==> config.mk <==
export PLATFORM = sky130hd
export DESIGN_NAME = me_stage
export DESIGN_NICKNAME = d
export VERILOG_FILES = /design/src/rtl/rv_isa_pkg.sv /design/src/rtl/rv_pipe_pkg.sv /design/src/rtl/me_stage.sv
export VERILOG_INCLUDE_DIRS = /design/src /design/src/rtl
export SDC_FILE = /design/constraint.sdc
export NUM_CORES = 1
export LEC_CHECK = 0
export ABC_CLOCK_PERIOD_IN_PS = 2100
export BUFFER_PORTS_ARGS = -buffer_cell sky130_fd_sc_hd__buf_2
export CAP_MARGIN = 20
export CORE_AREA = 3 3 300 302
export CTS_CLUSTER_SIZE = 10
export DETAILED_ROUTE_END_ITERATION = 8
export DIE_AREA = 0 0 303 305
export GPL_ROUTABILITY_DRIVEN = 0
export PLACE_DENSITY = 0.42
export SETUP_SLACK_MARGIN = 0.5
export SYNTH_ARGS = -nofsm -noshare
export SYNTH_HDL_FRONTEND = slang
export SYNTH_SLANG_ARGS = --single-unit
==> constraint.sdc <==
create_clock -name clk -period 2.1 [get_ports clk]
set_input_delay 0.105 -clock clk [delete_from_list [all_inputs] [get_ports clk]]
set_output_delay 0.105 -clock clk [all_outputs]
set_load 0.05 [all_outputs]
==> src/rtl/rv_consts.svh <==
`ifndef RV_CONSTS_SVH
`define RV_CONSTS_SVH

`define RV_XLEN       64
`define RV_INST_W     32
`define RV_RESET_PC   64'h0000_0000_8000_0000

`define RV_OP_OP      7'b0110011
`define RV_OP_IMM     7'b0010011
`define RV_OP_LUI     7'b0110111
`define RV_OP_LOAD    7'b0000011
`define RV_OP_STORE   7'b0100011
`define RV_OP_BRANCH  7'b1100011
`define RV_OP_JAL     7'b1101111

`define RV_F3_ADD     3'b000
`define RV_F3_SLL     3'b001
`define RV_F3_SLT     3'b010
`define RV_F3_XOR     3'b100
`define RV_F3_SRL     3'b101
`define RV_F3_OR      3'b110
`define RV_F3_AND     3'b111
`define RV_F3_DW      3'b011
`define RV_F3_BEQ     3'b000
`define RV_F3_BNE     3'b001

`define RV_F7_BASE    7'b0000000
`define RV_F7_SUB     7'b0100000

`endif

==> src/rtl/rv_isa_pkg.sv <==
`default_nettype none

package rv_isa_pkg;

	// one 32-bit word, six ways to read its fields
	typedef union packed {
		struct packed {
			logic [6:0] funct7;
			logic [4:0] rs2;
			logic [4:0] rs1;
			logic [2:0] funct3;
			logic [4:0] rd;
			logic [6:0] opcode;
		} r;
		struct packed {
			logic [11:0] imm;
			logic [4:0]  rs1;
			logic [2:0]  funct3;
			logic [4:0]  rd;
			logic [6:0]  opcode;
		} i;
		struct packed {
			logic [6:0] imm_hi;
			logic [4:0] rs2;
			logic [4:0] rs1;
			logic [2:0] funct3;
			logic [4:0] imm_lo;
			logic [6:0] opcode;
		} s;
		struct packed {
			logic       imm12;
			logic [5:0] imm10_5;
			logic [4:0] rs2;
			logic [4:0] rs1;
			logic [2:0] funct3;
			logic [3:0] imm4_1;
			logic       imm11;
			logic [6:0] opcode;
		} b;
		struct packed {
			logic [19:0] imm;
			logic [4:0]  rd;
			logic [6:0]  opcode;
		} u;
		struct packed {
			logic       imm20;
			logic [9:0] imm10_1;
			logic       imm11;
			logic [7:0] imm19_12;
			logic [4:0] rd;
			logic [6:0] opcode;
		} j;
	} inst_u;

	typedef enum logic [3:0] {
		ALU_ADD,
		ALU_SUB,
		ALU_AND,
		ALU_OR,
		ALU_XOR,
		ALU_SLT,
		ALU_SLL,
		ALU_SRL,
		// lui result is the immediate itself
		ALU_PASS_B
	} alu_op_e;

endpackage

`default_nettype wire

==> src/rtl/rv_pipe_pkg.sv <==
`default_nettype none

`include "rv_consts.svh"

package rv_pipe_pkg;

	typedef struct packed {
		logic                    valid;
		logic [`RV_XLEN-1:0]     pc;
		logic [`RV_INST_W-1:0]   inst;
		logic [4:0]              rs1_addr;
		logic [4:0]              rs2_addr;
		logic [`RV_XLEN-1:0]     rs1_data;
		logic [`RV_XLEN-1:0]     rs2_data;
		logic [`RV_XLEN-1:0]     imm;
		rv_isa_pkg::alu_op_e     alu_op;
		logic                    imm_sel;
		logic                    is_load;
		logic                    is_store;
		logic                    is_branch;
		logic                    is_jal;
		logic                    is_bne;
		logic                    rd_wena;
		logic [4:0]              rd_addr;
	} id_ex_t;

	typedef struct packed {
		logic                    valid;
		logic [`RV_XLEN-1:0]     pc;
		logic [`RV_INST_W-1:0]   inst;
		logic [`RV_XLEN-1:0]     alu_result;
		logic [`RV_XLEN-1:0]     store_data;
		logic                    is_load;
		logic                    is_store;
		logic                    rd_wena;
		logic [4:0]              rd_addr;
	} ex_me_t;

	typedef struct packed {
		logic                    valid;
		logic [`RV_XLEN-1:0]     pc;
		logic [`RV_INST_W-1:0]   inst;
		logic [`RV_XLEN-1:0]     rd_data;
		logic                    rd_wena;
		logic [4:0]              rd_addr;
	} me_wb_t;

	typedef enum logic [1:0] {
		FWD_RF = 2'd0,
		FWD_ME = 2'd1,
		FWD_WB = 2'd2
	} fwd_src_e;

	typedef struct packed {
		logic                    valid;
		logic [`RV_XLEN-1:0]     pc;
		logic [`RV_INST_W-1:0]   inst;
		logic                    rd_wena;
		logic [4:0]              rd_addr;
		logic [`RV_XLEN-1:0]     rd_data;
	} retire_t;

	typedef struct packed {
		logic                    taken;
		logic [`RV_XLEN-1:0]     target;
	} redirect_t;

endpackage

`default_nettype wire

==> src/rtl/me_stage.sv <==
`timescale 1ns/1ps
`default_nettype none

`include "rv_consts.svh"

module me_stage (
	input  wire                   clk,
	input  wire                   rst_n_i,
	input  rv_pipe_pkg::ex_me_t   exme_i,
	input  wire                   mem_ready_i,
	input  wire [`RV_XLEN-1:0]    mem_data_read_i,
	output logic                  mem_valid_o,
	output logic                  mem_write_o,
	output logic [`RV_XLEN-1:0]   mem_addr_o,
	output logic [`RV_XLEN-1:0]   mem_data_write_o,
	output logic                  mem_wait_o,
	output rv_pipe_pkg::me_wb_t   mewb_o,
	output rv_pipe_pkg::retire_t  retire_o
);

	import rv_pipe_pkg::*;

	me_wb_t mewb_d;

	assign mem_valid_o      = exme_i.valid & (exme_i.is_load | exme_i.is_store);
	assign mem_write_o      = exme_i.is_store;
	assign mem_addr_o       = exme_i.alu_result;
	assign mem_data_write_o = exme_i.store_data;
	assign mem_wait_o       = mem_valid_o & ~mem_ready_i;

	always_comb begin
		mewb_d.valid   = exme_i.valid;
		mewb_d.pc      = exme_i.pc;
		mewb_d.inst    = exme_i.inst;
		// read data is only good in the ready cycle
		mewb_d.rd_data = exme_i.is_load ? mem_data_read_i : exme_i.alu_result;
		mewb_d.rd_wena = exme_i.rd_wena;
		mewb_d.rd_addr = exme_i.rd_addr;
	end

	always_ff @(posedge clk or negedge rst_n_i) begin
		if (!rst_n_i) begin
			mewb_o <= '0;
		end else if (!mem_wait_o) begin
			mewb_o <= mewb_d;
		end
	end

	// held entry retires once, when the wait ends
	always_comb begin
		retire_o.valid   = mewb_o.valid & ~mem_wait_o;
		retire_o.pc      = mewb_o.pc;
		retire_o.inst    = mewb_o.inst;
		retire_o.rd_wena = mewb_o.rd_wena;
		retire_o.rd_addr = mewb_o.rd_addr;
		retire_o.rd_data = mewb_o.rd_data;
	end

endmodule

`default_nettype wire

# Word level (Yosys, flattened, before mapping)
# Index checks and enable logic that the tools add are counted.
[word_totals] register_bits=167 latch_bits=0 ramBits=0 romBits=0 input_bits=300 output_inout_bits=465 wordCells=13 memories=0
[classes] n_addsub=0 multipliers=0 n_div=0 magnitude_cmp=0 n_eq_ne=0 shift=0 muxes=1 bitwise_logic=6 n_reduce_logical=0
[ops] op="$mux 64" count=1
[ops] op="$and 1x1->1" count=3
[ops] op="$not 1->1" count=2
[ops] op="$or 1x1->1" count=1

# Longest topological paths before layout
[logic_depth] ltp_word=5 depth_mapped=7 mapped_depth_nobuf=4

# Worst setup path before layout
# No wires, ideal clock.
[synth_path] path_kind="input port to flip-flop" from="input port exme_i[7] (netlist bit)" to="register mewb_o[149] (netlist bit)" t_arrival_ps=1238 t_required_ps=1972 setup_slack_ps=734 stages=7 cell_sequence="o21ai_1 > or2_1 > buf_2 > inv_2 > buf_6 > buf_6 > mux2_1"
[synth_via] elab_chain_cells=3
[synth_rtl] element="start, declared" line_no="me_stage.sv:9" source="input rv_pipe_pkg::ex_me_t exme_i,"
[synth_rtl] element="$or 1x1->1" line_no="me_stage.sv:25" source="assign mem_valid_o = exme_i.valid & (exme_i.is_load | exme_i.is_store);"
[synth_rtl] element="$and 1x1->1" line_no="me_stage.sv:25"
[synth_rtl] element="$and 1x1->1" line_no="me_stage.sv:29" source="assign mem_wait_o = mem_valid_o & ~mem_ready_i;"
[synth_rtl] element="named net mem_wait_o" line_no="me_stage.sv:16" source="output logic mem_wait_o,"
[synth_rtl] element="end signal, assigned" line_no="me_stage.sv:45" source="mewb_o <= mewb_d;"
[synth_rtl] element="end, declared" line_no="me_stage.sv:17" source="output rv_pipe_pkg::me_wb_t mewb_o,"
# The timed path passes the listed nets, and every way through them passes these cells.
# A chain may end at the register's enable or synchronous reset.

# Worst setup path after layout
[layout_path] from="input port exme_i[232] (netlist bit)" to="output port mem_wait_o"
[layout_via] elab_chain_cells=2
[layout_rtl] element="$and 1x1->1" line_no="me_stage.sv:25"
[layout_rtl] element="$and 1x1->1" line_no="me_stage.sv:29"
[layout_rtl] element="end, declared" line_no="me_stage.sv:16"
# No other way between the ends.

==> results by group <==
Outcome
  – Status: finished, final reports clean

Pwr
  – Largest vdd supply drop: roughly 0.00064 V
  – Leak: between 0.006 and 0.007 uW
  – Power per cell area: around 800 mW/mm^2

CTS
  – Number of clock sinks seen by CTS: 167
  – Clock Latency Late Sink: around 0.5 ns
  – Clock slew seen by the registers of the worst setup and hold paths: around 0.070 ns
  – Clock Root Buffer: clkbuf_16
  – Total CTS buffers: 17
  – Max Buffers Root-to-Sink: 2
  – Setup Buffers After CTS: 0
  – H-tree level count: 4
  – Clock tree from TritonCTS: yes

GRT
  – Global-route wire length before repair: approximately 48000 microns
  – Vias in the first global route: around 8100
  – Antenna violations before repair: 1
  – Aggregate global-route resource usage: under 10%
  – Global route overflow: 0
  – Maximum number of pins on one net before global-route repair: 66

Synthesis
  – Synthesized instance count: about 800
  – Syn avg cell area: roughly 11 sq um
  – Syn. warnings: 0
  – Largest cells by area after synthesis: dfrtp_1 46%, buf_4 24%, mux2_1 8.6%
  – Share of the yosys chip area belonging to registers: between 40% and 50%
  – Post-synth top area cell: dfrtp_1
  – Number of flip-flops and latches in the synthesized netlist: around 170
  – Share of Yosys cell area claimed by the top area cell type: between 40% and 50%
  – Count of different cell masters after synthesis: 17
  – Post-synthesis cell area: slightly above 0.009 sq mm
  – Post-synth net total: about 1100

Floorplanning
  – Number of placement rows: 109
  – Top Ports: 765
  – Starting density of the core: about a tenth
  – Chip height: slightly above 300 microns
  – Die Span X: 303 microns
  – Total die area: 0.0924 sq mm
  – Core area: 0.0880 sq mm

Flow run
  – Number of max-cap violations: 0

Worst setup path
  – Kind of end point of the critical path: output pin
  – Slack of the worst reg-to-reg path: approximately 1.1 ns
  – Data arrival time of the critical path: 1.37 ns
  – Worst Path Max Fanout: 17
  – Max incr delay on CP: ~0.32 ns
  – Cell family with the largest share of critical-path delay: buffers and inverters
  – Critical R2R Launch: mewb_o[66]$_DFFE_PN0N_
  – Depth of the worst register-to-register path: 2
  – Reg-to-reg endpoint: mewb_o[66]$_DFFE_PN0N_
  – Crit path launch type: input port
  – Setup CP Type: input port to output pin
  – Cell chain of the critical path: buf_2 -> o21ai_4 -> or2_2 -> inv_6 -> buf_12 -> buf_2
  – Slowest cell on the critical path: or2_2
  – Most numerous cell on the critical path: buf_2
  – Crit path buffers/inverters: 4
  – Required time at the worst-slack endpoint: 2.00 ns

Layout
  – Commonest cells after routing, fill and taps aside: 634 x buf_2, 231 x dlygate4sd3_1, 166 x dfrtp_1, 69 x mux2_1
  – Biggest regs: mewb_o: 167 flops
  – Share of post-route cells with drive strength above 1: a little over half
  – Largest register FFs: 167
  – Filler Cells Inserted: around 9800
  – Total inserted antenna cells: 0
  – Multi-input combinational cell area: approximately 0.0025 sq mm
  – Number of nets in the finished design: 1672
  – Reg area: between 0.004 and 0.005 sq mm
  – Layout Area Growth over Synthesis: 58.9%
  – Most common cell after layout, fill and taps aside: buf_2
  – Register ranked first by flip-flop count: mewb_o

STA
  – Share of the cycle needed by the critical path after routing: between 70% and 80%
  – Worst-case clock skew: 0 ns
  – Count of endpoints failing setup in the final report: 0
  – Actual transition at the worst max-transition pin: 0.766 ns
  – Number of max-slew violations in the final report: 0
  – Crit path time final: 1.48 ns
  – Upper clock frequency limit: between 0.6 and 0.7 GHz
  – Final Hold Vio Count: 0
  – Slack of the critical path: roughly 0.62 ns
  – Minimum hold slack: about 0.10 ns
  – Max-slew headroom at the worst pin: 48.9%
  – RSZ-0062 raised after global routing: no
  – Sum Neg Setup Slack: 0 ns

Detailed routing
  – DR DRC count: 0
  – Number of detailed-routing iterations run before antenna repair: 4
  – Avg WL per Cell: approximately 13 microns
  – Final wirelength: 33900 microns
  – Antenna-violating nets left: 0
  – Total number of vias: between 7000 and 8000
  – Violation count after the first detailed-routing iteration: 317
  – Vias per inst: 3.03

Hold path
  – Hold Path Sink: mewb_o[66]$_DFFE_PN0N_
  – Number of instances on the worst hold path: 3
  – Type of the worst min-delay path: input port to flip-flop
  – Start point of the worst hold path: exme_i[132]

Place
  – DP Worst Slack: about 0.33 ns
  – Number of buffers added on ports: 636
  – Detailed Place HPWL: 25300 microns
## kinds of logic after synthesis
group | synth area share [%]
muxes | 19.7
buffers and inverters | 27.0
AOI/OAI and AO/OA | 3.66
DFF | 46.0
and+or+nand+nor | 3.66
## metal layers
metal / GRT usage, % / up-vias / wire, microns
li1: - / 3550 / -
met1: 7.17 / 3717 / 12400
met2: 12.5 / 419 / 17200
met3: 3.08 / 39 / 3310
met4: 3.54 / 0 / 945
met5: 0 / - / 0
## worst min-delay path, stage by stage
cell     delay [ns]
buf_2          0.14
mux2i_1        0.15
a21oi_1        0.14
## timing repair
item	4_1_cts	5_1_grt
hold buffers	231	0
setup endpoints to repair	3	0
resized for setup	2	0
hold endpoints to repair	231	0
## synth_stat cells (all sizes together)
library cell	count
and2	1
mux2i	64
o21ai	1
clkbuf	14
or2	1
mux2	102
o21a	1
a21oi	64
nor3	64
buf	321
dfrtp	167
inv	2
## through the flow
stage | instance area [sq um] | util (%) | power, uW | std cells
floorplan | 9080 | - | 7430 | 802
global placement | 11500 | 13.1 | 7850 | 2287
detailed placement | 11500 | 13.1 | 7850 | 2287
CTS | 14400 | 16.4 | 11800 | 2549
global route | 14400 | 16.4 | 12100 | 2549
finish | 14400 | 16.4 | 11500 | 2549
## final cells by class
cell class,count,share of cell area (%)
clock buffers,22,3.35
clock inverters,9,0.806
inverters,2,0.0867
multi-input cells,298,17.1
flip-flops and latches,167,29.0
well taps,1165,10.1
repair buffers,886,39.6
## how the worst max path moves through the flow
stage	endpoint	startpoint	slack [ns]	cells past startpoint
5_1_grt	mem_wait_o	exme_i[232]	0.54	6
2_1_floorplan	mewb_o[149]$_DFFE_PN0N_	exme_i[7]	0.73	7
6_report	mem_wait_o	exme_i[232]	0.62	6
3_3_place_gp	mewb_o[102]$_DFFE_PN0N_	exme_i[232]	0.36	6
3_5_place_dp	mewb_o[106]$_DFFE_PN0N_	exme_i[232]	0.33	6
4_1_cts	mem_wait_o	exme_i[232]	0.58	6
## power breakdown
part | internal, uW | switching, uW
combinational | 1190 | 3180
clock | 1880 | 1470
sequential | 3510 | 273
Note: power is estimated with default switching activity, not from simulation.
