File: src/rtl/rv_consts.svh
`ifndef RV_CONSTS_SVH
`define RV_CONSTS_SVH

`define RV_XLEN       64
`define RV_INST_W     32
`define RV_RESET_PC   64'h0000_0000_8000_0000

`define RV_OP_OP      7'b0110011
`define RV_OP_IMM     7'b0010011
`define RV_OP_LUI     7'b0110111
`define RV_OP_LOAD    7'b0000011
`define RV_OP_STORE   7'b0100011
`define RV_OP_BRANCH  7'b1100011
`define RV_OP_JAL     7'b1101111

`define RV_F3_ADD     3'b000
`define RV_F3_SLL     3'b001
`define RV_F3_SLT     3'b010
`define RV_F3_XOR     3'b100
`define RV_F3_SRL     3'b101
`define RV_F3_OR      3'b110
`define RV_F3_AND     3'b111
`define RV_F3_DW      3'b011
`define RV_F3_BEQ     3'b000
`define RV_F3_BNE     3'b001

`define RV_F7_BASE    7'b0000000
`define RV_F7_SUB     7'b0100000

`endif

File: src/rtl/rv_isa_pkg.sv
`default_nettype none

package rv_isa_pkg;

	// one 32-bit word, six ways to read its fields
	typedef union packed {
		struct packed {
			logic [6:0] funct7;
			logic [4:0] rs2;
			logic [4:0] rs1;
			logic [2:0] funct3;
			logic [4:0] rd;
			logic [6:0] opcode;
		} r;
		struct packed {
			logic [11:0] imm;
			logic [4:0]  rs1;
			logic [2:0]  funct3;
			logic [4:0]  rd;
			logic [6:0]  opcode;
		} i;
		struct packed {
			logic [6:0] imm_hi;
			logic [4:0] rs2;
			logic [4:0] rs1;
			logic [2:0] funct3;
			logic [4:0] imm_lo;
			logic [6:0] opcode;
		} s;
		struct packed {
			logic       imm12;
			logic [5:0] imm10_5;
			logic [4:0] rs2;
			logic [4:0] rs1;
			logic [2:0] funct3;
			logic [3:0] imm4_1;
			logic       imm11;
			logic [6:0] opcode;
		} b;
		struct packed {
			logic [19:0] imm;
			logic [4:0]  rd;
			logic [6:0]  opcode;
		} u;
		struct packed {
			logic       imm20;
			logic [9:0] imm10_1;
			logic       imm11;
			logic [7:0] imm19_12;
			logic [4:0] rd;
			logic [6:0] opcode;
		} j;
	} inst_u;

	typedef enum logic [3:0] {
		ALU_ADD,
		ALU_SUB,
		ALU_AND,
		ALU_OR,
		ALU_XOR,
		ALU_SLT,
		ALU_SLL,
		ALU_SRL,
		// lui result is the immediate itself
		ALU_PASS_B
	} alu_op_e;

endpackage

`default_nettype wire

File: src/rtl/rv_pipe_pkg.sv
`default_nettype none

`include "rv_consts.svh"

package rv_pipe_pkg;

	typedef struct packed {
		logic                    valid;
		logic [`RV_XLEN-1:0]     pc;
		logic [`RV_INST_W-1:0]   inst;
		logic [4:0]              rs1_addr;
		logic [4:0]              rs2_addr;
		logic [`RV_XLEN-1:0]     rs1_data;
		logic [`RV_XLEN-1:0]     rs2_data;
		logic [`RV_XLEN-1:0]     imm;
		rv_isa_pkg::alu_op_e     alu_op;
		logic                    imm_sel;
		logic                    is_load;
		logic                    is_store;
		logic                    is_branch;
		logic                    is_jal;
		logic                    is_bne;
		logic                    rd_wena;
		logic [4:0]              rd_addr;
	} id_ex_t;

	typedef struct packed {
		logic                    valid;
		logic [`RV_XLEN-1:0]     pc;
		logic [`RV_INST_W-1:0]   inst;
		logic [`RV_XLEN-1:0]     alu_result;
		logic [`RV_XLEN-1:0]     store_data;
		logic                    is_load;
		logic                    is_store;
		logic                    rd_wena;
		logic [4:0]              rd_addr;
	} ex_me_t;

	typedef struct packed {
		logic                    valid;
		logic [`RV_XLEN-1:0]     pc;
		logic [`RV_INST_W-1:0]   inst;
		logic [`RV_XLEN-1:0]     rd_data;
		logic                    rd_wena;
		logic [4:0]              rd_addr;
	} me_wb_t;

	typedef enum logic [1:0] {
		FWD_RF = 2'd0,
		FWD_ME = 2'd1,
		FWD_WB = 2'd2
	} fwd_src_e;

	typedef struct packed {
		logic                    valid;
		logic [`RV_XLEN-1:0]     pc;
		logic [`RV_INST_W-1:0]   inst;
		logic                    rd_wena;
		logic [4:0]              rd_addr;
		logic [`RV_XLEN-1:0]     rd_data;
	} retire_t;

	typedef struct packed {
		logic                    taken;
		logic [`RV_XLEN-1:0]     target;
	} redirect_t;

endpackage

`default_nettype wire

File: src/rtl/regfile.sv
`timescale 1ns/1ps
`default_nettype none

`include "rv_consts.svh"

module regfile (
	input  wire                  clk,
	input  wire                  rst_n_i,
	input  wire [4:0]            rs1_addr_i,
	input  wire [4:0]            rs2_addr_i,
	input  rv_pipe_pkg::me_wb_t  wb_i,
	output logic [`RV_XLEN-1:0]  rs1_data_o,
	output logic [`RV_XLEN-1:0]  rs2_data_o
);

	logic [`RV_XLEN-1:0] regs_q [1:31];
	logic                wr_en;

	assign wr_en = wb_i.valid & wb_i.rd_wena & (wb_i.rd_addr != 5'd0);

	always_ff @(posedge clk or negedge rst_n_i) begin
		if (!rst_n_i) begin
			for (int k = 1; k < 32; k++) begin
				regs_q[k] <= '0;
			end
		end else if (wr_en) begin
			regs_q[wb_i.rd_addr] <= wb_i.rd_data;
		end
	end

	// write-first, so decode sees this cycle's write-back
	always_comb begin
		if (rs1_addr_i == 5'd0) begin
			rs1_data_o = '0;
		end else if (wr_en && wb_i.rd_addr == rs1_addr_i) begin
			rs1_data_o = wb_i.rd_data;
		end else begin
			rs1_data_o = regs_q[rs1_addr_i];
		end
	end

	always_comb begin
		if (rs2_addr_i == 5'd0) begin
			rs2_data_o = '0;
		end else if (wr_en && wb_i.rd_addr == rs2_addr_i) begin
			rs2_data_o = wb_i.rd_data;
		end else begin
			rs2_data_o = regs_q[rs2_addr_i];
		end
	end

endmodule

`default_nettype wire

File: config.mk
export PLATFORM = sky130hd
export DESIGN_NAME = regfile
export DESIGN_NICKNAME = d
export VERILOG_FILES = /design/src/rtl/rv_isa_pkg.sv /design/src/rtl/rv_pipe_pkg.sv /design/src/rtl/regfile.sv
export VERILOG_INCLUDE_DIRS = /design/src /design/src/rtl
export SDC_FILE = /design/constraint.sdc
export NUM_CORES = 2
export LEC_CHECK = 0
export ABC_AREA = 0
export BUFFER_PORTS_ARGS = -buffer_cell sky130_fd_sc_hd__buf_2
export CAP_MARGIN = 10
export CORE_MARGIN = 5
export CORE_UTILIZATION = 47
export CTS_CLUSTER_DIAMETER = 50
export CTS_CLUSTER_SIZE = 30
export DETAILED_ROUTE_END_ITERATION = 16
export HOLD_SLACK_MARGIN = 0.02
export SLEW_MARGIN = 20
export SYNTH_ARGS = -nofsm -noshare
export SYNTH_HDL_FRONTEND = slang
export SYNTH_SLANG_ARGS = --single-unit
File: constraint.sdc
create_clock -name clk -period 7.2 [get_ports clk]
set_input_delay 1.44 -clock clk [delete_from_list [all_inputs] [get_ports clk]]
set_output_delay 1.44 -clock clk [all_outputs]
set_load 0.05 [all_outputs]
Word level (Yosys, flattened, before mapping)
Index checks and enable logic that the tools add are counted.

Order comparisons: 4. Equal/unequal tests: 2. Multiplexer cells: 13. Bitwise gates (word level): 5. Reduce and logical (&&, ||, !) cells: 6.

Operator list (count): $bwmux W1984 (1); $bmux W64 S5 (2); $mux W64 (9); $demux W64 S5 (1); $ge A6 B6 Y1 const B (3); $not A5 Y6 (3); $eq A5 B5 Y1 (2); $logic_not A5 Y1 (2); $lt A6 B1 Y1 const B (1); $reduce_bool A5 Y1 (1); $logic_and A1 B1 Y1 (3); $and A1 B1 Y1 (2).

Flip-flop bits (word level): 1984. Bits of input ports: 179. Output and inout port bits: 128. Word-level logic and storage cells: 61.

Logic depth before layout (Yosys ltp)
Depth in word-level cells: 6. Depth in mapped cells: 10.

Worst setup path after synthesis
OpenSTA, ideal clock, no wires.

Path kind: input port to output port. Start point: input rs1_addr_i[2]. End point: output rs1_data_o[62]. Data arrival time: 3.811 ns. Setup slack: 1.949 ns. Stages: 7. Path buffers: 3. Cell sequence: buf_2 -> buf_2 -> buf_1 -> a221oi_1 -> a2111oi_0 -> nor4_1 -> a221oi_1.

Word-level cells in the longest chain between the ends: 6. Elaborated cells between the ends (all ways): 9. Classes of those cells: 1 x eq/ne; 5 x mux; 1 x bitwise; 2 x reduce/logical.

RTL lines: start, declared (line regfile.sv:9) `input wire [4:0] rs1_addr_i,`; $not A5 Y6 (not written as such) (line regfile.sv:38) `rs1_data_o = regs_q[rs1_addr_i];`; $bmux W64 S5 (line regfile.sv:38); $mux W64 (not written as such) (2 in series) (line regfile.sv:38); $mux W64 (line regfile.sv:35) `end else if (wr_en && wb_i.rd_addr == rs1_addr_i) begin`; $mux W64 (*) (line regfile.sv:33) `if (rs1_addr_i == 5'd0) begin`; end, declared (line regfile.sv:12) `` output logic [`RV_XLEN-1:0] rs1_data_o, ``.

Every way passes the cells marked *; elsewhere a longest branch is shown, timed or not. The select of a mux whose other input is x is not followed.

Final worst setup path
Start point: input rs2_addr_i[4]. End point: output rs2_data_o[13].

Word-level cells in the longest chain between the ends: 6. Elaborated cells between the ends (all ways): 9. Classes of those cells: 1 x eq/ne; 5 x mux; 1 x bitwise; 2 x reduce/logical.

RTL lines: start, declared (line regfile.sv:10) `input wire [4:0] rs2_addr_i,`; $not A5 Y6 (not written as such) (line regfile.sv:48) `rs2_data_o = regs_q[rs2_addr_i];`; $bmux W64 S5 (line regfile.sv:48); $mux W64 (not written as such) (2 in series) (line regfile.sv:48); $mux W64 (line regfile.sv:45) `end else if (wr_en && wb_i.rd_addr == rs2_addr_i) begin`; $mux W64 (*) (line regfile.sv:43) `if (rs2_addr_i == 5'd0) begin`; end, declared (line regfile.sv:13) `` output logic [`RV_XLEN-1:0] rs2_data_o ``.

Marks and branches as above.

==> metrics.txt <==
# TYPE chip_impl_metric gauge
chip_impl_info{name="registers_with_the_highest_flip_flop_counts",value="regs_q: 1984 flops"} 1
chip_impl_metric{name="ff_latch_area",unit="um^2"} 49650
chip_impl_metric{name="multi_input_comb_area",unit="um^2"} 53650
chip_impl_metric{name="number_of_clock_buffers_inserted_by_tritoncts",unit=""} 227
chip_impl_info{name="synth_flop_cell",value="dfrtp_1"} 1
chip_impl_metric{name="vias_per_cell",unit=""} 6.697
chip_impl_metric{name="route.final.wire_length",unit="um"} 340700
chip_impl_metric{name="placement.io_buffers",unit=""} 210
chip_impl_metric{name="global_route_wire_length_before_repair",unit="um"} 502500
chip_impl_metric{name="chipWidth",unit="um"} 486.8
chip_impl_metric{name="critical_path_data_arrival_time",unit="ns"} 4.58
chip_impl_metric{name="grt_start_max_net_pins",unit=""} 179
chip_impl_metric{name="initial_utilization",unit=""} 0.4710
chip_impl_metric{name="die_h",unit="um"} 486.8
chip_impl_metric{name="total_number_of_vias",unit=""} 68991
chip_impl_metric{name="post_cts_resize_count",unit=""} 0
chip_impl_info{name="post-synth-top-area-cell",value="dfrtp_1"} 1
chip_impl_metric{name="grt_pass1_vias",unit=""} 72469
chip_impl_metric{name="globalRouteTotalUtil",unit=""} 0.2858
chip_impl_metric{name="vdd_ir_drop_max",unit="mV"} 0.2201
chip_impl_metric{name="area_delta_synth_final",unit="%"} 10.92
chip_impl_metric{name="power_frac_comb",unit=""} 0.170
chip_impl_metric{name="antenna_found_initial",unit=""} 30
chip_impl_metric{name="final_nets",unit=""} 7257
chip_impl_metric{name="fraction_of_layout_cells_with_a_size_suffix_above_1",unit=""} 0.3378
chip_impl_metric{name="reg2reg_depth",unit=""} 1
chip_impl_info{name="synth_most_common_cell",value="dfrtp_1"} 1
chip_impl_metric{name="final.setup_skew",unit="ns"} 0
chip_impl_metric{name="n_fill_cell",unit=""} 18902
chip_impl_info{name="synth_top_cells_by_area",value="dfrtp_1 46%, mux4_2 18%, mux2_1 14%"} 1
chip_impl_metric{name="max_cap_viol_count",unit=""} 0
chip_impl_metric{name="fin_hold_ws",unit="ns"} 0.4692
chip_impl_metric{name="power.clock.fraction",unit=""} 0.394
chip_impl_metric{name="synth-seq-area-share",unit=""} 0.4647
chip_impl_metric{name="r2r_setup_slack",unit="ns"} 6.36
chip_impl_metric{name="biggest_fanout_along_the_worst_timing_path",unit=""} 32
chip_impl_metric{name="clock_latency_on_the_worst_skew_pair",unit="ns"} 0.88
chip_impl_metric{name="die_outline_area",unit="um^2"} 236900
chip_impl_info{name="start_kind",value="input port"} 1
chip_impl_metric{name="asyncSetResetFlopFracSynth",unit=""} 1.000
chip_impl_metric{name="power_density",unit="nW/um^2"} 264.5
chip_impl_metric{name="slew_violations",unit=""} 0
chip_impl_metric{name="synthesis.area",unit="um^2"} 106800
chip_impl_metric{name="fp-row-count",unit=""} 175
chip_impl_info{name="synthTopCellsByCount",value="1,984 x dfrtp_1, 1,287 x mux2_1, 833 x mux4_2"} 1
chip_impl_metric{name="clk_path_buf_depth",unit=""} 3
chip_impl_metric{name="synth.ff_latch_count",unit=""} 1984
chip_impl_metric{name="post-cts-setup-buffers",unit=""} 0
chip_impl_metric{name="syn-instance-count",unit=""} 7265
chip_impl_metric{name="placed_cells",unit=""} 9857
chip_impl_info{name="hp-class",value="in2async"} 1
chip_impl_metric{name="number_of_synthesized_flops_with_an_enable_pin",unit=""} 0
chip_impl_info{name="clock_tree_from_tritoncts",value="built"} 1
chip_impl_info{name="end_kind",value="output pin"} 1
chip_impl_metric{name="maxSlewHeadroom",unit=""} 0.1830
chip_impl_metric{name="finalCriticalPeriod",unit="ns"} 6.020
chip_impl_metric{name="detailedPlacementHpwl",unit="um"} 192200
chip_impl_info{name="grt_setup_unrepaired",value="false"} 1
chip_impl_info{name="capturing_point_of_the_worst_reg2reg_path",value="regs_q[1917]"} 1
chip_impl_metric{name="drcViolationCount",unit=""} 0
chip_impl_metric{name="design.core.area",unit="um^2"} 226800
chip_impl_metric{name="cellLeakagePower",unit="nW"} 53.59
chip_impl_metric{name="route.detailed.wl_per_inst",unit="um"} 33.07
chip_impl_metric{name="drt_pass1_iterations",unit=""} 6
chip_impl_metric{name="worstMarginPinSlew",unit="ns"} 1.225
chip_impl_metric{name="timing.final.crit_share",unit=""} 0.8361
chip_impl_metric{name="clkSinkCount",unit=""} 1984
chip_impl_metric{name="register_share_of_total_power",unit=""} 0.436
chip_impl_metric{name="setup_tns",unit="ns"} 0
chip_impl_metric{name="switching_power",unit="mW"} 8.938
chip_impl_metric{name="syn_avg_cell_area",unit="um^2"} 14.71
chip_impl_metric{name="warnings_from_yosys",unit=""} 0
chip_impl_metric{name="synth_top_area_share",unit=""} 0.4647
chip_impl_metric{name="io-pin-count",unit=""} 307
chip_impl_metric{name="finish.cell_count_without_fillers",unit=""} 10302
chip_impl_metric{name="gr-total-overflow",unit=""} 0
chip_impl_metric{name="cp.required",unit="ns"} 5.76
chip_impl_metric{name="max_freq",unit="MHz"} 166.1
chip_impl_metric{name="worst_setup_hold_path_clk_slew",unit="ns"} 0.06
chip_impl_info{name="reg2reg_from",value="regs_q[1917]"} 1
chip_impl_info{name="status",value="complete, no violations"} 1
chip_impl_metric{name="ant_nets",unit=""} 0
chip_impl_metric{name="cts-htree-levels",unit=""} 4
chip_impl_metric{name="drtIter0Drc",unit=""} 6051
chip_impl_info{name="cts_root_buf",value="clkbuf_16"} 1
chip_impl_metric{name="finalHoldViolations",unit=""} 0
chip_impl_metric{name="gpl.final_weighted_congestion",unit=""} 0.7880
chip_impl_metric{name="intPower",unit="mW"} 22.40
chip_impl_metric{name="synth.net_count",unit=""} 7444
chip_impl_metric{name="p_sw_frac",unit=""} 0.2852
chip_impl_metric{name="postCtsHoldBufs",unit=""} 0
chip_impl_metric{name="largest_register_ff_count",unit=""} 1984
chip_impl_info{name="registers.top_by_ff_count",value="regs_q"} 1
chip_impl_metric{name="number_of_distinct_library_cells_after_synthesis",unit=""} 45
chip_impl_metric{name="report.final.setup_viol",unit=""} 0
chip_impl_info{name="worst-setup-path-type",value="in2out"} 1
final cells by class:
type | count | area share
Multi-Input combinational cell | 4457 | 0.4527
Sequential cell | 1984 | 0.4189
Clock buffer | 271 | 0.05208
Tap cell | 3009 | 0.03177
Timing Repair Buffer | 402 | 0.02803
Clock inverter | 157 | 0.01582
Antenna cell | 16 | 0.0003379
Inverter | 6 | 0.0003167
worst max path at each step:
stage / cells after the start / to / startpoint / slack (ns)
2_1_floorplan: 7 / rs1_data_o[62] / rs1_addr_i[2] / 1.95
3_3_place_gp: 8 / rs2_data_o[3] / rs2_addr_i[4] / 1.20
3_5_place_dp: 8 / rs2_data_o[3] / rs2_addr_i[4] / 1.18
4_1_cts: 8 / rs2_data_o[3] / rs2_addr_i[4] / 1.17
5_1_grt: 8 / rs2_data_o[3] / rs2_addr_i[4] / 1.13
6_report: 8 / rs2_data_o[13] / rs2_addr_i[4] / 1.18
cell families after synthesis:
logic type,count (synthesis),share of synthesized area
and+or+nand+nor,416,0.01883
AOI/OAI and AO/OA,774,0.05272
muxes,3257,0.4267
DFF,1984,0.4647
xor gates and xnor gates,10,0.0008198
buffers and inverters,824,0.03621
power groups by stage:
stage	clock network (mW)	logic [mW]	registers, mW
2_1_floorplan	0	4.01	13.5
3_3_place_gp	0	5.22	13.7
3_5_place_dp	0	5.33	13.8
4_1_cts	12.6	5.35	13.6
5_1_grt	13.0	5.71	13.8
6_report	12.3	5.32	13.7
worst max-delay path: stages:
cell and delay [ns]:
buf_4 0.18, xor2_1 0.21, nor3_1 0.60, nand3_4 0.69, buf_4 0.53, and3_1 0.22, a221o_1 0.36, buf_2 0.25
stage by stage:
stage	utilization	power (mW)	instance area (um^2)	setup slack, ns
after global placement	0.4865	18.91	110400	1.200
after CTS	0.5221	31.54	118400	1.166
after floorplan	-	17.50	106800	1.949
final	0.5224	31.34	118500	1.180
after global routing	0.5223	32.55	118500	1.131
after detailed placement	0.4866	19.17	110400	1.181
per-layer routing:
metal | track usage | wire, um | part of all wire | vias up
met5 | 0 | 81 | 0.00024 | -
met4 | 0.1030 | 13400 | 0.039 | 10
met3 | 0.05059 | 22630 | 0.066 | 660
met2 | 0.4620 | 162300 | 0.48 | 2591
met1 | 0.3911 | 142200 | 0.42 | 37761
li1 | - | - | - | 27969
cell usage in the layout (no fill, tap or decap), types with 21 or more instances in the layout:
cell type	n
nand2_1	147
clkinvlp_4	22
buf_4	134
a2111oi_0	62
a21oi_1	128
a22oi_1	127
a221o_1	124
inv_6	42
mux4_2	833
o21ai_1	64
a21boi_0	53
buf_2	201
nor2_1	68
nor2_4	25
clkinv_4	24
clkbuf_16	232
mux2i_1	375
mux2_1	1287
and3_1	125
buf_12	59
a221oi_1	67
mux2_2	762
clkinv_2	21
clkbuf_8	22
o22ai_1	126
bufinv_16	22
dfrtp_1	1984
Power figures use the tool's default switching activity.
