**src/rtl/rv_consts.svh**
```systemverilog
`ifndef RV_CONSTS_SVH
`define RV_CONSTS_SVH

`define RV_XLEN       64
`define RV_INST_W     32
`define RV_RESET_PC   64'h0000_0000_8000_0000

`define RV_OP_OP      7'b0110011
`define RV_OP_IMM     7'b0010011
`define RV_OP_LUI     7'b0110111
`define RV_OP_LOAD    7'b0000011
`define RV_OP_STORE   7'b0100011
`define RV_OP_BRANCH  7'b1100011
`define RV_OP_JAL     7'b1101111

`define RV_F3_ADD     3'b000
`define RV_F3_SLL     3'b001
`define RV_F3_SLT     3'b010
`define RV_F3_XOR     3'b100
`define RV_F3_SRL     3'b101
`define RV_F3_OR      3'b110
`define RV_F3_AND     3'b111
`define RV_F3_DW      3'b011
`define RV_F3_BEQ     3'b000
`define RV_F3_BNE     3'b001

`define RV_F7_BASE    7'b0000000
`define RV_F7_SUB     7'b0100000

`endif

```
**src/rtl/rv_isa_pkg.sv**
```systemverilog
`default_nettype none

package rv_isa_pkg;

	// one 32-bit word, six ways to read its fields
	typedef union packed {
		struct packed {
			logic [6:0] funct7;
			logic [4:0] rs2;
			logic [4:0] rs1;
			logic [2:0] funct3;
			logic [4:0] rd;
			logic [6:0] opcode;
		} r;
		struct packed {
			logic [11:0] imm;
			logic [4:0]  rs1;
			logic [2:0]  funct3;
			logic [4:0]  rd;
			logic [6:0]  opcode;
		} i;
		struct packed {
			logic [6:0] imm_hi;
			logic [4:0] rs2;
			logic [4:0] rs1;
			logic [2:0] funct3;
			logic [4:0] imm_lo;
			logic [6:0] opcode;
		} s;
		struct packed {
			logic       imm12;
			logic [5:0] imm10_5;
			logic [4:0] rs2;
			logic [4:0] rs1;
			logic [2:0] funct3;
			logic [3:0] imm4_1;
			logic       imm11;
			logic [6:0] opcode;
		} b;
		struct packed {
			logic [19:0] imm;
			logic [4:0]  rd;
			logic [6:0]  opcode;
		} u;
		struct packed {
			logic       imm20;
			logic [9:0] imm10_1;
			logic       imm11;
			logic [7:0] imm19_12;
			logic [4:0] rd;
			logic [6:0] opcode;
		} j;
	} inst_u;

	typedef enum logic [3:0] {
		ALU_ADD,
		ALU_SUB,
		ALU_AND,
		ALU_OR,
		ALU_XOR,
		ALU_SLT,
		ALU_SLL,
		ALU_SRL,
		// lui result is the immediate itself
		ALU_PASS_B
	} alu_op_e;

endpackage

`default_nettype wire

```
**src/rtl/rv_pipe_pkg.sv**
```systemverilog
`default_nettype none

`include "rv_consts.svh"

package rv_pipe_pkg;

	typedef struct packed {
		logic                    valid;
		logic [`RV_XLEN-1:0]     pc;
		logic [`RV_INST_W-1:0]   inst;
		logic [4:0]              rs1_addr;
		logic [4:0]              rs2_addr;
		logic [`RV_XLEN-1:0]     rs1_data;
		logic [`RV_XLEN-1:0]     rs2_data;
		logic [`RV_XLEN-1:0]     imm;
		rv_isa_pkg::alu_op_e     alu_op;
		logic                    imm_sel;
		logic                    is_load;
		logic                    is_store;
		logic                    is_branch;
		logic                    is_jal;
		logic                    is_bne;
		logic                    rd_wena;
		logic [4:0]              rd_addr;
	} id_ex_t;

	typedef struct packed {
		logic                    valid;
		logic [`RV_XLEN-1:0]     pc;
		logic [`RV_INST_W-1:0]   inst;
		logic [`RV_XLEN-1:0]     alu_result;
		logic [`RV_XLEN-1:0]     store_data;
		logic                    is_load;
		logic                    is_store;
		logic                    rd_wena;
		logic [4:0]              rd_addr;
	} ex_me_t;

	typedef struct packed {
		logic                    valid;
		logic [`RV_XLEN-1:0]     pc;
		logic [`RV_INST_W-1:0]   inst;
		logic [`RV_XLEN-1:0]     rd_data;
		logic                    rd_wena;
		logic [4:0]              rd_addr;
	} me_wb_t;

	typedef enum logic [1:0] {
		FWD_RF = 2'd0,
		FWD_ME = 2'd1,
		FWD_WB = 2'd2
	} fwd_src_e;

	typedef struct packed {
		logic                    valid;
		logic [`RV_XLEN-1:0]     pc;
		logic [`RV_INST_W-1:0]   inst;
		logic                    rd_wena;
		logic [4:0]              rd_addr;
		logic [`RV_XLEN-1:0]     rd_data;
	} retire_t;

	typedef struct packed {
		logic                    taken;
		logic [`RV_XLEN-1:0]     target;
	} redirect_t;

endpackage

`default_nettype wire

```
**src/rtl/exe_stage.sv**
```systemverilog
`timescale 1ns/1ps
`default_nettype none

`include "rv_consts.svh"

module exe_stage (
	input  wire                     clk,
	input  wire                     rst_n_i,
	input  rv_pipe_pkg::id_ex_t     idex_i,
	input  rv_pipe_pkg::ex_me_t     me_fwd_i,
	input  rv_pipe_pkg::me_wb_t     wb_fwd_i,
	input  wire                     hold_i,
	output rv_pipe_pkg::redirect_t  redirect_o,
	output rv_pipe_pkg::ex_me_t     exme_o
);

	import rv_isa_pkg::*;
	import rv_pipe_pkg::*;

	fwd_src_e            rs1_src;
	fwd_src_e            rs2_src;
	logic [`RV_XLEN-1:0] rs1_val;
	logic [`RV_XLEN-1:0] rs2_val;
	logic [`RV_XLEN-1:0] op_b;
	logic [`RV_XLEN-1:0] alu_out;
	logic                eq;
	ex_me_t              exme_d;

	// nearer stage wins, a load in me has no data yet
	function automatic fwd_src_e pick_src(input logic [4:0] rs, input ex_me_t me,
		input me_wb_t wb);
		fwd_src_e src;
		src = FWD_RF;
		if (me.valid && me.rd_wena && !me.is_load && me.rd_addr == rs) begin
			src = FWD_ME;
		end else if (wb.valid && wb.rd_wena && wb.rd_addr == rs) begin
			src = FWD_WB;
		end
		return src;
	endfunction

	function automatic logic [`RV_XLEN-1:0] sel_data(input fwd_src_e src,
		input logic [`RV_XLEN-1:0] rf, input ex_me_t me, input me_wb_t wb);
		logic [`RV_XLEN-1:0] d;
		case (src)
			FWD_ME:  d = me.alu_result;
			FWD_WB:  d = wb.rd_data;
			default: d = rf;
		endcase
		return d;
	endfunction

	always_comb begin
		rs1_src = pick_src(idex_i.rs1_addr, me_fwd_i, wb_fwd_i);
		rs2_src = pick_src(idex_i.rs2_addr, me_fwd_i, wb_fwd_i);
		rs1_val = sel_data(rs1_src, idex_i.rs1_data, me_fwd_i, wb_fwd_i);
		rs2_val = sel_data(rs2_src, idex_i.rs2_data, me_fwd_i, wb_fwd_i);
	end

	assign op_b = idex_i.imm_sel ? idex_i.imm : rs2_val;

	always_comb begin
		case (idex_i.alu_op)
			ALU_ADD:    alu_out = rs1_val + op_b;
			ALU_SUB:    alu_out = rs1_val - op_b;
			ALU_AND:    alu_out = rs1_val & op_b;
			ALU_OR:     alu_out = rs1_val | op_b;
			ALU_XOR:    alu_out = rs1_val ^ op_b;
			ALU_SLT:    alu_out = {{(`RV_XLEN-1){1'b0}}, $signed(rs1_val) < $signed(op_b)};
			ALU_SLL:    alu_out = rs1_val << op_b[5:0];
			ALU_SRL:    alu_out = rs1_val >> op_b[5:0];
			ALU_PASS_B: alu_out = op_b;
			default:    alu_out = '0;
		endcase
	end

	// beq/bne share one comparator
	assign eq = (rs1_val == rs2_val);
	assign redirect_o.taken  = idex_i.valid &
		(idex_i.is_jal | (idex_i.is_branch & (eq ^ idex_i.is_bne)));
	assign redirect_o.target = idex_i.pc + idex_i.imm;

	always_comb begin
		exme_d.valid      = idex_i.valid;
		exme_d.pc         = idex_i.pc;
		exme_d.inst       = idex_i.inst;
		// jal links the return address
		exme_d.alu_result = idex_i.is_jal ? idex_i.pc + `RV_XLEN'd4 : alu_out;
		exme_d.store_data = rs2_val;
		exme_d.is_load    = idex_i.is_load;
		exme_d.is_store   = idex_i.is_store;
		exme_d.rd_wena    = idex_i.rd_wena;
		exme_d.rd_addr    = idex_i.rd_addr;
	end

	always_ff @(posedge clk or negedge rst_n_i) begin
		if (!rst_n_i) begin
			exme_o <= '0;
		end else if (!hold_i) begin
			exme_o <= exme_d;
		end
	end

endmodule

`default_nettype wire

```
**config.mk**
```make
export PLATFORM = sky130hd
export DESIGN_NAME = exe_stage
export DESIGN_NICKNAME = d
export VERILOG_FILES = /design/src/rtl/rv_isa_pkg.sv /design/src/rtl/rv_pipe_pkg.sv /design/src/rtl/exe_stage.sv
export VERILOG_INCLUDE_DIRS = /design/src /design/src/rtl
export SDC_FILE = /design/constraint.sdc
export NUM_CORES = 2
export LEC_CHECK = 0
export ABC_AREA = 1
export BUFFER_PORTS_ARGS = -buffer_cell sky130_fd_sc_hd__buf_2
export CORE_AREA = 2 2 392 394
export CTS_CLUSTER_SIZE = 40
export DETAILED_ROUTE_END_ITERATION = 10
export DIE_AREA = 0 0 394 396
export PLACE_DENSITY = 0.57
export SLEW_MARGIN = 25
export SYNTH_ARGS = -nofsm -noshare
export SYNTH_HDL_FRONTEND = slang
export SYNTH_SLANG_ARGS = --single-unit
```
**constraint.sdc**
```tcl
create_clock -name clk -period 3.3 [get_ports clk]
set_clock_uncertainty 0.15 [all_clocks]
set_input_delay 0 -clock clk [delete_from_list [all_inputs] [get_ports clk]]
set_output_delay 0 -clock clk [all_outputs]
set_load 0.01 [all_outputs]
```
* Word level (Yosys, flattened, before mapping) *
Index checks and enable logic that the tools add are counted.

storage, ports and cells
  input port bits = 718
  register bits after elaboration = 233

operators by class
  $add $sub $neg = 4
  eq/ne operators = 17
  shift operators = 2
  mux-type cells = 9
  magnitude comparators = 1
  bitwise gates (word level) = 7
  reductions and logical operators = 9

operators by type and width
  cell                   count
  $pmux 64 s9            1
  $pmux 64 s2            2
  $add 64x64->64         2
  $mux 64                2
  $add 64x3->64 const B  1
  $and 64x64->64         1
  $eq 64x64->1           1
  $lt 64x64->1           1
  $or 64x64->64          1
  $shl 64x6->64          1
  $shr 64x6->64          1
  $sub 64x64->64         1
  $xor 64x64->64         1
  $eq 5x5->1             4
  $eq 4x3->1 const B     4
  $eq 4x2->1 const B     2
  $mux 2                 4
  $logic_and 1x1->1      7
  $eq 2x1->1 const B     2
  $eq 2x2->1 const B     2
  $eq 4x1->1 const B     1
  $eq 4x4->1 const B     1
  $logic_not 4->1        1
  $and 1x1->1            2
  3 further kinds        3

* Longest topological paths before layout *
  word-level depth = 11
  mapped depth = 36
  mapped depth without buffers = 34

* Worst setup path before layout *
OpenSTA, ideal clock, no wires.

  kind = input to register
  start = input idex_i[11] (netlist bit)
  end = register exme_o[108] (netlist bit)
  library setup time = 0.123 ns
  arrival = 3.649 ns
  stages on the path = 25
  setup slack = -0.622 ns
  required time = 3.027 ns
  cell sequence = buf_2 inv_1 buf_2 buf_2 clkbuf_1 clkbuf_1 nand2_1 o21ai_0 inv_1 ha_1 clkbuf_1 nand2_1 o21ai_0 inv_1 nand2_1 a21boi_0 o21ai_0 a21oi_1 or2_2 nand3_1 nand3b_1 nor2_1 nand3_1 nand2_1 a21oi_1

between the ends
  word-level cells in the longest chain between the ends = 4
  elaborated cells between the ends (all ways) = 10
  those cells by class = add/sub (2); shift (2); mux (3); bitwise (3)

RTL lines
  item                                    line              text
  from (decl)                             exe_stage.sv:9    input rv_pipe_pkg::id_ex_t idex_i,
  $mux 64 (*)                             exe_stage.sv:60   assign op_b = idex_i.imm_sel ? idex_i.imm : rs2_val;
  $sub 64x64->64 (tied with other cells)  exe_stage.sv:65   ALU_SUB: alu_out = rs1_val - op_b;
  $pmux 64 s9 (*)                         exe_stage.sv:63   case (idex_i.alu_op)
  $mux 64 (*)                             exe_stage.sv:88   exme_d.alu_result = idex_i.is_jal ? idex_i.pc + `RV_XLEN'd4 : alu_out;
  to (signal assigned)                    exe_stage.sv:100  exme_o <= exme_d;
  to (decl)                               exe_stage.sv:14   output rv_pipe_pkg::ex_me_t exme_o

Every way passes the cells marked *; elsewhere a longest branch is shown, timed or not.
A chain may end at the register's enable or synchronous reset.

* Worst setup path in the final report *
  start = input wb_fwd_i[5] (netlist bit)
  end = register exme_o[108] (netlist bit)

between the ends
  word-level cells in the longest chain between the ends = 10
  elaborated cells between the ends (all ways) = 23
  those cells by class = add/sub (2); eq/ne (4); shift (2); mux (9); bitwise (3); reduce/logical (3)

RTL lines
  item                                             line             text
  from (decl)                                      exe_stage.sv:11  input rv_pipe_pkg::me_wb_t wb_fwd_i,
  $logic_and 1x1->1 (*)                            exe_stage.sv:36  end else if (wb.valid && wb.rd_wena && wb.rd_addr == rs) begin
  $logic_and 1x1->1                                exe_stage.sv:36
  $mux 2                                           exe_stage.sv:36
  $mux 2                                           exe_stage.sv:34  if (me.valid && me.rd_wena && !me.is_load && me.rd_addr == rs) begin
  $eq 2x2->1 / $eq 2x1->1 (equally long branches)  exe_stage.sv:45  case (src)
  $pmux 64 s2                                      exe_stage.sv:45
  $mux 64                                          exe_stage.sv:60
  $sub 64x64->64 (tied with other cells)           exe_stage.sv:65
  $pmux 64 s9 (*)                                  exe_stage.sv:63
  $mux 64 (*)                                      exe_stage.sv:88

Marked as above.

==> results list <==
- For this run, the total global-route usage over all layers was measured as 0.475.
- By startpoint and endpoint, the worst setup path is classified as in2reg.
- The initial utilization of the core area, before any placement, comes to 0.263.
- IR analysis of the VDD net gives a maximum drop of 0.462 mV.
- Count of vias placed by the detailed router: 65900
- The final number of hold-violating endpoints is 0.
- After floorplanning, the core was divided into around 140 placement rows.
- Measured slew at the worst slew-check pin: about 1.0 ns
- The total area inside the core boundary comes to 0.152 mm2.
* Violated checks: setup timing
* Worst EP required: 3.67 ns
* Flip-flop count of the largest register, all copies and words added: 233
- The worst register-to-register path ends at exme_o[202].
- Static timing analysis puts the maximum clock frequency at 236 MHz.
- Data on the critical path arrives at its endpoint at 4.62 ns.
* Final Routed Wirelength: 391 mm
- Count of synthesis-stage warnings from yosys: 0
- Avg Inst Size Synth: about 5.7 um2
- Post-placement cell count: 11200
- Total Die Area: 0.156 mm2
* Fin crit share: 1.29
- The register with the most flip-flops in the final layout is exme_o.
* Via count of the first global-routing pass: 61300
- For this design the static power due to leakage is roughly 34 nW.
- Total congestion overflow: 0
* Share of synthesized area occupied by flip-flops and latches: 0.146
* Setup crit start kind: primary input
* Placed wire-length estimate: 334 mm
- Combinational Power Share: 0.690
* Final-layout fill cell count: 16000
- Number of flip-flops and latches in the synthesized netlist: about 230
- After layout, the worst setup slack is -0.941 ns.
- Unrepaired setup endpoints after global routing: yes
- Count of flip-flops with a built-in enable after synthesis: 0
* Final critical-path required period: 4.24 ns
- After the flow finishes, the layout carries non-filler instances totaling 11700.
- Of the total power, registers draw 0.152.
* Commonest non-fill, non-tap cells in the layout: sky130_fd_sc_hd__buf_4, sky130_fd_sc_hd__nand2_1, sky130_fd_sc_hd__nand3_1
- In this run, the number of DRC markers left after iteration 0 of detailed routing was about 9400.
* Net count of the mapped netlist: about 7900
- The most critical setup path has its endpoint at exme_o[108].
- Overall power consumption: 22.8 mW
* Post-synthesis instance total: a little under 7000
* Final antenna-violating net count: 0
* Number of max-cap violations: 0
- Biggest fanout along the worst timing path: 5
- Iteration count of the initial detailed-routing pass: 8
* Top flip-flop cell by instance count after synthesis: sky130_fd_sc_hd__dfrtp_1
* Most common cell after layout, fill and taps aside: sky130_fd_sc_hd__buf_4
- Outcome: finished with violations
- Top Registers: exme_o: 233 flops
- The longest clock path from root to sink contains 3 buffers.
- Share of cells above drive strength 1: 0.408
- TritonCTS built the clock tree.
* Final setup violation count: 78
* Standard cell with the maximum stage delay on the critical path: sky130_fd_sc_hd__ha_4
- Number of sinks on the clock net: 233
- After the last flow step, the layout net total stands at 10600.
- The tightest min-delay check is of the in2reg type.
* Asr flop ratio synth: 1.00
- After detailed routing, the average wire length per cell comes to 33.6 um.
- Summed over all nets, the switching power comes to 11.5 mW.
- Routability Congestion: 1.11
* Largest net degree at the start of global routing: about 140
- Worst setup startpoint: wb_fwd_i[5]
- Clock latency on the worst-skew pair: 0.63 ns
- The worst register-to-register path begins at exme_o[202].
- The die is 394 um wide.
- Number of distinct library cell variants in the gate-level netlist after synthesis: 70
- Input and output buffers added on the ports amount to 758.
- The worst pin sits at a relative slew slack of 0.335.
- TritonCTS created 31 clock buffers.
* Syn Std Cell Area: 0.0399 mm2
- Post-synthesis to final-layout area growth: 77.0%
- In this design, the stage delay of the slowest critical-path cell is ~0.31 ns.
- The worst hold path begins at idex_i[244].
* Clock-pin slew reported for the worst setup and hold paths after clock tree synthesis: 0.06 ns
- Register-to-register path setup slack: approximately 1.8 ns
* Internal power consumption: approximately 11 mW
* Final Max Tran Viols: 0
- STA classifies the critical path endpoint as a register.
- Dividing the detail-routed via count by the number of cells gives between 5 and 6.
- The first global-routing pass estimated between 500 and 600 mm of wire.
- Part of the power in the clock network: 0.157
- Post-Place Worst Slack: -2.38 ns
- In this run the number of H-tree levels came out at 1.
- For this design the top-level I/O count stands at 1016.
* Power per unit of standard cell area: about 320 mW/mm2
- The tree is rooted in a sky130_fd_sc_hd__clkbuf_16.
- Height of the chip: 396 um
- In the routed design, unresolved DRC markers number 0.
- Of the total power, the share spent switching nets is 0.506.
- Number of antenna violations at the first check in global routing: 36
* Depth of the worst register-to-register path: 3
how the worst min path moves through the flow:
stage	slack (ns)	cells past startpoint	to
detailed placement	-0.16	1	exme_o[3]
finish	0.02	4	exme_o[162]
global placement	-0.16	1	exme_o[137]
global route	0.02	6	exme_o[128]
CTS	0.001	4	exme_o[162]
floorplan	-0.45	0	exme_o[0]
cell families after synthesis:
kind of cell	share of synthesized area
flip-flops	0.146
XOR/XNOR	0.0299
AO/OA/AOI/OAI	0.201
adder cells (fa/ha/maj)	0.0822
AND/OR/NAND/NOR	0.419
buffers and inverters	0.121
timing repair:
action / in CTS / in global routing
pin swaps: 84 / 287
resized for setup: 498 / 898
endpoints found under the setup margin: 89 / 101
setup buffers: 50 / 144
endpoints found under the hold margin: 459 / 1
hold buffers: 219 / 1
cloned: 3 / 8
metal layers:
metal,share of wire,global-route usage,vias up,wire length (um)
li1,-,-,28800,-
met1,0.40,0.619,31900,157000
met4,0.081,0.306,30,31600
met5,0.0013,0.00339,-,520
met2,0.40,0.685,4370,157000
met3,0.12,0.130,865,45100
stage by stage:
stage	area, um2	setup TNS [ns]	hold slack (ns)	util
6_report	70600	-45.39	0.0211	0.466
5_1_grt	70500	-54.73	0.0185	0.465
4_1_cts	66000	-51.01	0.00128	0.435
3_5_place_dp	60300	-123.44	-0.158	0.398
3_3_place_gp	60300	-123.42	-0.158	0.398
2_1_floorplan	41200	-4.83	-0.446	-
Yosys cell counts, drive strengths merged (3+ instances only):
cell     instances  area [um2]
a211oi           7        52.6
a21boi          17         128
a21o            20         150
a21oi          505        2530
a221oi          33         289
a31oi           64         400
and3             5        31.3
buf            180        1030
clkbuf         165         621
clkinv           3        12.5
dfrtp          233        5830
fa               3        60.1
ha             257        3220
inv            840        3150
nand2         1542        5830
nand3         1215        6190
nand3b          71         533
nand4          103         657
nor2           662        2560
nor3            79         422
nor3b            3        22.5
nor4            32         200
o2111ai         10        87.6
o211ai          71         647
o21a            34         255
o21ai          493        2500
o21bai          24         180
o221a            3        33.8
o221ai          57         505
o22ai           22         138
o311ai           4        35.0
or2             39         244
xnor2           29         254
xor2           107         937
final cells by class:
| cell class | instances | area [um2] | area share |
|---|---|---|---|
| multi-input combinational | 5526 | 34800 | 0.494 |
| timing repair buffer | 2952 | 23000 | 0.326 |
| sequential | 233 | 5830 | 0.0826 |
| inverter | 843 | 3280 | 0.0465 |
| tap | 2030 | 2540 | 0.0360 |
| clock buffer | 42 | 867 | 0.0123 |
| clock inverter | 13 | 141 | 0.00200 |
| antenna | 18 | 45.0 | 0.000638 |
| timing repair inverter | 1 | 8.76 | 0.000124 |
worst max-delay path: cells and delay by family:
kind | cells | cell delay (ns)
AOI/OAI and AO/OA | 6 | 0.84
adders and majority gates | 1 | 0.31
buffers and inverters | 10 | 1.21
and+or+nand+nor | 16 | 2.18
power groups by stage:
stage          Clock, mW  Combinational [mW]  Sequential [mW]
2_1_floorplan          0                5.23             3.48
3_3_place_gp           0                13.3             3.49
3_5_place_dp           0                13.2             3.49
4_1_cts             3.60                14.1             3.45
5_1_grt             3.69                16.2             3.48
6_report            3.58                15.7             3.47
No activity file was read; power rests on OpenSTA's default activity.
